### src/hw/cpu_pkg.sv
// CPU package: field widths, instruction layout and the opcode, ALU and branch encodings
package cpu_pkg;

	// --------------------------------------------------
	// Widths
	// --------------------------------------------------
	localparam int xlen_w     = 32;
	localparam int reg_addr_w = 5;
	localparam int reg_count  = 32;
	localparam int opcode_w   = 6;
	localparam int funct_w    = 4;
	localparam int imm_w      = 16;
	localparam int shamt_w    = 5;

	// Field positions in the instruction word
	localparam int op_lsb = 26;
	localparam int rd_lsb = 21;
	localparam int rs_lsb = 16;
	localparam int rt_lsb = 11;

	// Sequential PC increment
	localparam int pc_step = 4;

	// --------------------------------------------------
	// Encodings
	// --------------------------------------------------
	typedef enum logic [opcode_w-1:0] {
		op_nop  = 6'h00,
		op_alu  = 6'h01,
		op_addi = 6'h02,
		op_andi = 6'h03,
		op_ori  = 6'h04,
		op_lw   = 6'h05,
		op_sw   = 6'h06,
		op_beq  = 6'h07,
		op_bne  = 6'h08,
		op_jmp  = 6'h09
	} opcode_t;

	// Also the function field of op_alu
	typedef enum logic [funct_w-1:0] {
		exe_add    = 4'h0,
		exe_sub    = 4'h1,
		exe_and    = 4'h2,
		exe_or     = 4'h3,
		exe_xor    = 4'h4,
		exe_slt    = 4'h5,
		exe_sll    = 4'h6,
		exe_srl    = 4'h7,
		exe_pass_b = 4'h8
	} exe_cmd_t;

	typedef enum logic [1:0] {
		br_none   = 2'b00,
		br_eq     = 2'b01,
		br_ne     = 2'b10,
		br_always = 2'b11
	} br_type_t;

endpackage
### src/hw/id_ex_if.sv
// ID/EX bundle: decoded controls, operands and PC passed from decode into execute
`timescale 1ns/10ps

interface id_ex_if import cpu_pkg::*; ();

	logic                  wb_en;
	logic                  mem_r_en;
	logic                  mem_w_en;
	br_type_t              br_type;
	exe_cmd_t              exe_cmd;
	logic [reg_addr_w-1:0] dest;
	logic [reg_addr_w-1:0] rs_addr;
	logic [reg_addr_w-1:0] rt_addr;
	logic [xlen_w-1:0]     readdata1;
	logic [xlen_w-1:0]     readdata2;
	logic [xlen_w-1:0]     imm;
	logic [xlen_w-1:0]     pc;

	modport source (
		output wb_en, mem_r_en, mem_w_en, br_type, exe_cmd,
		output dest, rs_addr, rt_addr, readdata1, readdata2, imm, pc
	);

	modport sink (
		input wb_en, mem_r_en, mem_w_en, br_type, exe_cmd,
		input dest, rs_addr, rt_addr, readdata1, readdata2, imm, pc
	);

endinterface

### src/hw/decode_exec_top.sv
// Decode-to-execute top: decoder, register file, ID/EX register and execute stage
`timescale 1ns/10ps

module decode_exec_top import cpu_pkg::*;
(
	input  logic                  clk,
	input  logic                  rst_n,
	input  logic [xlen_w-1:0]     instr,
	input  logic [xlen_w-1:0]     pc,
	input  logic                  stall,
	output logic                  wb_valid,
	output logic [reg_addr_w-1:0] wb_dest,
	output logic [xlen_w-1:0]     wb_data,
	output logic                  mem_read,
	output logic                  mem_write,
	output logic [xlen_w-1:0]     mem_addr,
	output logic [xlen_w-1:0]     mem_wdata,
	output logic                  branch_taken,
	output logic [xlen_w-1:0]     branch_target
);

	logic [reg_addr_w-1:0] rs_addr;
	logic [reg_addr_w-1:0] rt_addr;
	logic [reg_addr_w-1:0] dest;
	logic [xlen_w-1:0]     imm;
	logic [xlen_w-1:0]     rd_data1;
	logic [xlen_w-1:0]     rd_data2;
	exe_cmd_t              exe_cmd;
	br_type_t              br_type;
	logic                  wb_en;
	logic                  mem_r_en;
	logic                  mem_w_en;
	logic                  use_imm;

	id_ex_if id_ex ();

	instr_decoder i_decoder (
		.instr    (instr),
		.rs_addr  (rs_addr),
		.rt_addr  (rt_addr),
		.dest     (dest),
		.imm      (imm),
		.exe_cmd  (exe_cmd),
		.br_type  (br_type),
		.wb_en    (wb_en),
		.mem_r_en (mem_r_en),
		.mem_w_en (mem_w_en),
		.use_imm  (use_imm)
	);

	// Write port is fed by the execute result register
	reg_file i_reg_file (
		.clk      (clk),
		.rst_n    (rst_n),
		.rd_addr1 (rs_addr),
		.rd_addr2 (rt_addr),
		.wr_en    (wb_valid),
		.wr_addr  (wb_dest),
		.wr_data  (wb_data),
		.rd_data1 (rd_data1),
		.rd_data2 (rd_data2)
	);

	id_ex_reg i_id_ex_reg (
		.clk          (clk),
		.rst_n        (rst_n),
		.stall        (stall),
		.branch_taken (branch_taken),
		.dest         (dest),
		.rs_addr      (rs_addr),
		.rt_addr      (rt_addr),
		.rd_data1     (rd_data1),
		.rd_data2     (rd_data2),
		.imm          (imm),
		.use_imm      (use_imm),
		.pc           (pc),
		.wb_en        (wb_en),
		.mem_r_en     (mem_r_en),
		.mem_w_en     (mem_w_en),
		.br_type      (br_type),
		.exe_cmd      (exe_cmd),
		.id_ex        (id_ex.source)
	);

	exe_stage i_exe (
		.clk           (clk),
		.rst_n         (rst_n),
		.id_ex         (id_ex.sink),
		.branch_taken  (branch_taken),
		.branch_target (branch_target),
		.wb_valid      (wb_valid),
		.wb_dest       (wb_dest),
		.wb_data       (wb_data),
		.mem_read      (mem_read),
		.mem_write     (mem_write),
		.mem_addr      (mem_addr),
		.mem_wdata     (mem_wdata)
	);

endmodule

### src/hw/exe_stage.sv
// Execute stage: operand forwarding, ALU, branch resolution and the result register
`timescale 1ns/10ps

module exe_stage import cpu_pkg::*;
(
	input  logic                  clk,
	input  logic                  rst_n,
	id_ex_if.sink                 id_ex,
	output logic                  branch_taken,
	output logic [xlen_w-1:0]     branch_target,
	output logic                  wb_valid,
	output logic [reg_addr_w-1:0] wb_dest,
	output logic [xlen_w-1:0]     wb_data,
	output logic                  mem_read,
	output logic                  mem_write,
	output logic [xlen_w-1:0]     mem_addr,
	output logic [xlen_w-1:0]     mem_wdata
);

	logic              fwd_rs;
	logic              fwd_rt;
	logic [xlen_w-1:0] op_a;
	logic [xlen_w-1:0] op_rt;
	logic [xlen_w-1:0] alu_b;
	logic [xlen_w-1:0] alu_res;

	// --------------------------------------------------
	// Forwarding from the result register
	// --------------------------------------------------
	assign fwd_rs = wb_valid && (id_ex.rs_addr != '0) && (id_ex.rs_addr == wb_dest);
	assign fwd_rt = wb_valid && (id_ex.rt_addr != '0) && (id_ex.rt_addr == wb_dest);

	assign op_a  = fwd_rs ? wb_data : id_ex.readdata1;
	assign op_rt = fwd_rt ? wb_data : id_ex.readdata2;
	// A store keeps its offset in imm even though rt is live
	assign alu_b = (fwd_rt && !id_ex.mem_w_en) ? wb_data : id_ex.imm;

	always_comb
	begin
		case (id_ex.exe_cmd)
			exe_add:    alu_res = op_a + alu_b;
			exe_sub:    alu_res = op_a - alu_b;
			exe_and:    alu_res = op_a & alu_b;
			exe_or:     alu_res = op_a | alu_b;
			exe_xor:    alu_res = op_a ^ alu_b;
			exe_slt:    alu_res = {{(xlen_w-1){1'b0}}, $signed(op_a) < $signed(alu_b)};
			exe_sll:    alu_res = op_a << alu_b[shamt_w-1:0];
			exe_srl:    alu_res = op_a >> alu_b[shamt_w-1:0];
			exe_pass_b: alu_res = alu_b;
			default:    alu_res = '0;
		endcase
	end

	// --------------------------------------------------
	// Branch resolution
	// --------------------------------------------------
	always_comb
	begin
		case (id_ex.br_type)
			br_eq:     branch_taken = (op_a == op_rt);
			br_ne:     branch_taken = (op_a != op_rt);
			br_always: branch_taken = 1'b1;
			default:   branch_taken = 1'b0;
		endcase
	end

	assign branch_target = id_ex.pc + pc_step + (id_ex.imm << 2);

	// --------------------------------------------------
	// Result register
	// --------------------------------------------------
	always_ff @(posedge clk)
	begin
		if (!rst_n)
		begin
			wb_valid  <= 1'b0;
			mem_read  <= 1'b0;
			mem_write <= 1'b0;
		end
		else
		begin
			wb_valid  <= id_ex.wb_en;
			mem_read  <= id_ex.mem_r_en;
			mem_write <= id_ex.mem_w_en;
		end
	end

	always_ff @(posedge clk)
	begin
		wb_dest   <= id_ex.dest;
		wb_data   <= alu_res;
		mem_addr  <= alu_res;
		mem_wdata <= op_rt;
	end

endmodule

### src/hw/id_ex_reg.sv
// ID/EX pipeline register: latches the decoded bundle, bubble on reset, branch or stall
`timescale 1ns/10ps

module id_ex_reg import cpu_pkg::*;
(
	input  logic                  clk,
	input  logic                  rst_n,
	input  logic                  stall,
	input  logic                  branch_taken,
	input  logic [reg_addr_w-1:0] dest,
	input  logic [reg_addr_w-1:0] rs_addr,
	input  logic [reg_addr_w-1:0] rt_addr,
	input  logic [xlen_w-1:0]     rd_data1,
	input  logic [xlen_w-1:0]     rd_data2,
	input  logic [xlen_w-1:0]     imm,
	input  logic                  use_imm,
	input  logic [xlen_w-1:0]     pc,
	input  logic                  wb_en,
	input  logic                  mem_r_en,
	input  logic                  mem_w_en,
	input  br_type_t              br_type,
	input  exe_cmd_t              exe_cmd,
	id_ex_if.source               id_ex
);

	always_ff @(posedge clk)
	begin
		if (!rst_n || branch_taken || stall)
		begin
			// Bubble
			id_ex.dest      <= '0;
			id_ex.rs_addr   <= '0;
			id_ex.rt_addr   <= '0;
			id_ex.readdata1 <= '0;
			id_ex.readdata2 <= '0;
			id_ex.imm       <= '0;
			id_ex.pc        <= '0;
			id_ex.wb_en     <= 1'b0;
			id_ex.mem_r_en  <= 1'b0;
			id_ex.mem_w_en  <= 1'b0;
			id_ex.br_type   <= br_none;
			id_ex.exe_cmd   <= exe_add;
		end
		else
		begin
			id_ex.dest      <= dest;
			id_ex.rs_addr   <= rs_addr;
			id_ex.rt_addr   <= rt_addr;
			id_ex.readdata1 <= rd_data1;
			id_ex.readdata2 <= rd_data2;
			// Register ops carry rt's value in the imm slot
			id_ex.imm       <= use_imm ? imm : rd_data2;
			id_ex.pc        <= pc;
			id_ex.wb_en     <= wb_en;
			id_ex.mem_r_en  <= mem_r_en;
			id_ex.mem_w_en  <= mem_w_en;
			id_ex.br_type   <= br_type;
			id_ex.exe_cmd   <= exe_cmd;
		end
	end

endmodule

### src/hw/reg_file.sv
// Register file: 32 x 32, two combinational reads, one write, write-through bypass
`timescale 1ns/10ps

module reg_file import cpu_pkg::*;
(
	input  logic                  clk,
	input  logic                  rst_n,
	input  logic [reg_addr_w-1:0] rd_addr1,
	input  logic [reg_addr_w-1:0] rd_addr2,
	input  logic                  wr_en,
	input  logic [reg_addr_w-1:0] wr_addr,
	input  logic [xlen_w-1:0]     wr_data,
	output logic [xlen_w-1:0]     rd_data1,
	output logic [xlen_w-1:0]     rd_data2
);

	logic [xlen_w-1:0] regs [reg_count];

	always_ff @(posedge clk)
	begin
		if (!rst_n)
		begin
			for (int i = 0; i < reg_count; i++)
				regs[i] <= '0;
		end
		else if (wr_en && (wr_addr != '0))
		begin
			regs[wr_addr] <= wr_data;
		end
	end

	// Register 0 wins over the bypass
	assign rd_data1 = (rd_addr1 == '0) ? '0 :
		(wr_en && (wr_addr == rd_addr1)) ? wr_data : regs[rd_addr1];
	assign rd_data2 = (rd_addr2 == '0) ? '0 :
		(wr_en && (wr_addr == rd_addr2)) ? wr_data : regs[rd_addr2];

endmodule

### src/hw/instr_decoder.sv
// Instruction decoder: field split, control generation and immediate extension
`timescale 1ns/10ps

module instr_decoder import cpu_pkg::*;
(
	input  logic [xlen_w-1:0]     instr,
	output logic [reg_addr_w-1:0] rs_addr,
	output logic [reg_addr_w-1:0] rt_addr,
	output logic [reg_addr_w-1:0] dest,
	output logic [xlen_w-1:0]     imm,
	output exe_cmd_t              exe_cmd,
	output br_type_t              br_type,
	output logic                  wb_en,
	output logic                  mem_r_en,
	output logic                  mem_w_en,
	output logic                  use_imm
);

	opcode_t               opcode;
	logic [reg_addr_w-1:0] rd_f;
	logic [reg_addr_w-1:0] rs_f;
	logic [reg_addr_w-1:0] rt_f;
	logic [funct_w-1:0]    funct;
	logic [xlen_w-1:0]     imm_sext;
	logic [xlen_w-1:0]     imm_zext;

	assign opcode = opcode_t'(instr[op_lsb +: opcode_w]);
	assign rd_f   = instr[rd_lsb +: reg_addr_w];
	assign rs_f   = instr[rs_lsb +: reg_addr_w];
	assign rt_f   = instr[rt_lsb +: reg_addr_w];
	assign funct  = instr[funct_w-1:0];

	assign imm_sext = {{(xlen_w-imm_w){instr[imm_w-1]}}, instr[imm_w-1:0]};
	assign imm_zext = {{(xlen_w-imm_w){1'b0}}, instr[imm_w-1:0]};

	// rt overlaps imm16, so stores and compares read their second register from rd
	always_comb
	begin
		rs_addr  = '0;
		rt_addr  = '0;
		dest     = '0;
		imm      = imm_sext;
		exe_cmd  = exe_add;
		br_type  = br_none;
		wb_en    = 1'b0;
		mem_r_en = 1'b0;
		mem_w_en = 1'b0;
		use_imm  = 1'b0;
		case (opcode)
			op_alu:
			begin
				if (funct <= exe_pass_b)
				begin
					rs_addr = rs_f;
					rt_addr = rt_f;
					dest    = rd_f;
					exe_cmd = exe_cmd_t'(funct);
					wb_en   = 1'b1;
				end
			end
			op_addi, op_andi, op_ori:
			begin
				rs_addr = rs_f;
				dest    = rd_f;
				wb_en   = 1'b1;
				use_imm = 1'b1;
				if (opcode == op_andi)
				begin
					exe_cmd = exe_and;
					imm     = imm_zext;
				end
				else if (opcode == op_ori)
				begin
					exe_cmd = exe_or;
					imm     = imm_zext;
				end
			end
			op_lw:
			begin
				rs_addr  = rs_f;
				mem_r_en = 1'b1;
				use_imm  = 1'b1;
			end
			op_sw:
			begin
				rs_addr  = rs_f;
				rt_addr  = rd_f;
				mem_w_en = 1'b1;
				use_imm  = 1'b1;
			end
			op_beq, op_bne:
			begin
				rs_addr = rs_f;
				rt_addr = rd_f;
				use_imm = 1'b1;
				br_type = (opcode == op_beq) ? br_eq : br_ne;
			end
			op_jmp:
			begin
				use_imm = 1'b1;
				br_type = br_always;
			end
			default:
			begin
				// op_nop and unknown opcodes keep the idle defaults
			end
		endcase
	end

endmodule

### config.mk
export PLATFORM = sky130hd
export DESIGN_NAME = decode_exec_top
export DESIGN_NICKNAME = d
export VERILOG_FILES = /design/src/hw/cpu_pkg.sv /design/src/hw/id_ex_if.sv /design/src/hw/decode_exec_top.sv /design/src/hw/exe_stage.sv /design/src/hw/id_ex_reg.sv /design/src/hw/reg_file.sv /design/src/hw/instr_decoder.sv
export SDC_FILE = /design/constraint.sdc
export NUM_CORES = 2
export LEC_CHECK = 0
export BUFFER_PORTS_ARGS = -buffer_cell sky130_fd_sc_hd__buf_2
export CAP_MARGIN = 40
export CORE_ASPECT_RATIO = 2
export CORE_UTILIZATION = 33
export CTS_CLUSTER_SIZE = 30
export DETAILED_ROUTE_END_ITERATION = 8
export HOLD_SLACK_MARGIN = 0.12
export PLACE_DENSITY = 0.54
export SLEW_MARGIN = 20
export SYNTH_ARGS = -nofsm -noshare
export SYNTH_HDL_FRONTEND = slang
export SYNTH_SLANG_ARGS = --single-unit
### constraint.sdc
create_clock -name clk -period 17.4 [get_ports clk]
set_input_delay 3.48 -clock clk [delete_from_list [all_inputs] [get_ports clk]]
set_output_delay 3.48 -clock clk [all_outputs]
set_load 0.05 [all_outputs]
==> metrics.md <==
| Metric | Value |
|---|---|
| Vias per cell | `6.639` |
| Worst-Skew Late Latency | `840 ps` |
| Post-CTS setup buffers | `0` |
| RSZ-0062 raised after global routing | `no` |
| Fmax | `108.4 MHz` |
| Setup_tns | `0 ps` |
| Total CTS buffers | `114` |
| Nets@finish | `roughly 8000` |
| Slowest cell on crit path | `nand4_1` |
| Synthesized flop and latch total | `1248` |
| Status | `finished with violations` |
| DRT iter0 DRCs | `slightly above 9000` |
| Pwr dens | `83.86 nW/um^2` |
| Hold Crit Depth | `0` |
| Cell Chain, Critical Path | `buf_4, xnor2_1, nand3_1, o31ai_1, a211oi_1, nor4b_1, nand4_1, nor4_4, nand3_2, nand2_1, buf_2` |
| R2r worst-path depth | `18` |
| Routed length per placed instance | `41.98 um` |
| Worst rel slew slack | `0.2340` |
| R2r startpoint | `i_exe.wb_dest[0]` |
| Wire length of the first global-routing pass | `610.0 mm` |
| CORE AREA | `228100 um^2` |
| Startpoint Class | `flop` |
| Die area | `231200 um^2` |
| Max-slew violations | `0` |
| H-tree lvl count | `3` |
| Setup CP Type | `flop to output pin` |
| Fill cells | `22643` |
| Die Wd | `340.5 um` |
| GRT Util Overall | `0.3879` |
| Worst Hold Class | `flop to flop` |
| Primary FF master, synth | `edfxtp_1` |
| Tcrit/Tclk final | `0.5303` |
| Aggregate global routing overflow | `0` |
| Min Tclk post-route | `9227 ps` |
| Worst Tran Pin Value | `about 1100 ps` |
| Synth unique cells | `94` |
| Routed via count | `72308` |
| Max Cap Violations | `0` |
| Hold endpoint | `i_exe.wb_dest[4]` |
| Post-Syn Instances | `between 7000 and 8000` |
| Most common library cells after synthesis | `edfxtp_1, nand2_1, and2_1` |
| CP max stage delay | `780 ps` |
| Top-count cell post-synth | `edfxtp_1` |
| Power Total | `0.007250 W` |
| Port Buffers | `203` |
| Worst-path clk slew | `roughly 70 ps` |
| RR Endpoint | `i_exe.wb_data[0]` |
| Placer Congestion | `1.108` |
| Initial cell density of the core | `0.3316` |
| Drt first pass iters | `9` |
| Share of synthesized flip-flops with an asynchronous set or reset | `0` |
| LEAKAGE | `31.78 nW` |
| DP Cell Count | `10586` |
| Top-area cell type share of the netlist area | `0.4066` |
| Final core utilization | `0.3790` |
| HP Start | `i_id_ex_reg.id_ex.dest[4]` |
| CTS tree | `done` |
| Row cnt | `248` |
| Hold_ws | `around 330 ps` |
| CTS Buffer Depth | `3` |
| Post-Syn Area | `75630 um^2` |
| Initial antenna violation count | `76` |
| Area Growth Syn to Fin | `14.31%` |
| VDD IR max | `~130 uV` |
| Final Setup Violations | `0` |
| Vias in the first global route | `about 70000` |
| Worst EP arrival | `5750 ps` |
| Dpl hpwl | `310.7 mm` |
| CTS Hold Bufs | `0` |
| Syn Area/Cell | `around 9.7 um^2` |
| Reg-to-reg slack, setup | `9560 ps` |
| Top post-synthesis cells by area | `edfxtp_1, and2_1, dfxtp_1` |
| Largest net degree at the start of global routing | `159` |
| Clock Skew | `a little under 60 ps` |
| Violated checks | `DRC` |
| Post-route ant nets | `0` |
| Share of post-route cells with drive strength above 1 | `0.1609` |
| Req. time, crit path | `13920 ps` |
| I/O Pins | `slightly above 200` |
| DRC violation count after routing | `2` |
| Total number of yosys warnings | `0` |
| Post-synth EDFFs | `just over 1000` |
| Clock root cell | `clkbuf_16` |
| Largest area contributor in the netlist | `edfxtp_1` |
| Crit end category | `output pin` |
| Die span in y | `679.0 um` |
| Clock sink count | `~1200` |
| Final hold viol count | `0` |
| Fin cells | `roughly 11000` |
| Post-CTS sizing | `0` |
| Post-synthesis sequential area ratio | `0.4659` |
| Worst-path maximum fanout | `17` |
| Final WL | `about 460 mm` |
==> kinds of logic (layout without fill, tap and decap cells) <==
family | Yosys count | in the layout | share of synthesized area
AO/OA/AOI/OAI | 1657 | 1657 | 0.1541
buffers and inverters | 962 | 991 | 0.05150
flip-flops | 1248 | 1248 | 0.4659
AND/OR/NAND/NOR | 3108 | 3108 | 0.2082
XOR/XNOR | 66 | 66 | 0.007644
other | 1 | 88 | 0.00004959
adder cells (fa/ha/maj) | 157 | 157 | 0.02627
multiplexers | 577 | 577 | 0.08631
==> power by group <==
group          internal, W  total [W]  leakage [nW]  switching, W
logic             0.000267    0.00108          17.4      0.000810
registers          0.00332    0.00339          12.5     0.0000754
clock network      0.00147    0.00278          1.95       0.00131
total              0.00505    0.00725          31.8       0.00220
==> metal layers <==
metal  up-vias  part of all wire  track usage
met2      5789              0.47       0.6386
li1      28768                 -            -
met5         -           0.00033            0
met3      2169             0.099       0.1090
met4        22              0.14       0.4273
met1     35560              0.29       0.3701
==> flip-flops by register name (all words and copies together), names as in the netlist, 32 cells and up <==
signal	count
i_reg_file.regs	1024
i_exe.wb_data	32
i_id_ex_reg.id_ex.readdata2	32
i_exe.mem_wdata	32
i_id_ex_reg.id_ex.readdata1	32
i_id_ex_reg.id_ex.pc	32
i_id_ex_reg.id_ex.imm	32
==> worst max path at each step <==
| stage | startpoint | cells past startpoint | to | slack [ps] |
|---|---|---|---|---|
| CTS | i_exe.wb_dest[0] | 11 | branch_taken | 8600 |
| global placement | instr[26] | 14 | i_id_ex_reg.id_ex.readdata2[1] | 7930 |
| global route | i_exe.wb_dest[0] | 11 | branch_taken | 8080 |
| detailed placement | instr[26] | 14 | i_id_ex_reg.id_ex.readdata2[1] | 7890 |
| finish | i_exe.wb_dest[0] | 11 | branch_taken | 8170 |
| floorplan | rst_n | 5 | i_reg_file.regs[20][0] | 9990 |
==> stage by stage <==
stage                     instance area, um^2  setup slack (ps)
after floorplan                         75740              9986
after CTS                               85880              8602
after detailed placement                81930              7886
after global placement                  80650              7934
final                                   86450              8173
after global routing                    86340              8083
==> final cells by class <==
class | count | area [um^2] | share of cell area
Antenna cell | 56 | 140.1 | 0.001621
Timing Repair Buffer | 641 | 5096 | 0.05895
Sequential cell | 1248 | 35260 | 0.4079
Clock buffer | 145 | 3198 | 0.03699
Clock inverter | 73 | 747.0 | 0.008641
Tap cell | 3000 | 3754 | 0.04342
Multi-Input combinational cell | 5597 | 37760 | 0.4368
Inverter | 132 | 495.5 | 0.005731
==> critical path: cells and delay by family, from the launching register on <==
family | cells | cell delay [ps]
XOR/XNOR | 1 | 180
flip-flops | 1 | 330
buffers and inverters | 2 | 590
AND/OR/NAND/NOR | 6 | 3030
AO/OA/AOI/OAI | 2 | 800
==> layout by cell type (no fill, tap or decap), drive strengths merged, types with 148 or more instances in the layout <==
cell type  count
nor2         248
o21ai        195
dfxtp        224
buf          638
nand3        262
edfxtp      1024
and2         767
and3         182
ha           154
a211oi       215
clkbuf       148
o221ai       181
mux2i        417
nand2       1017
nor3         426
a21oi        311
(Power assumes the default switching activity.)
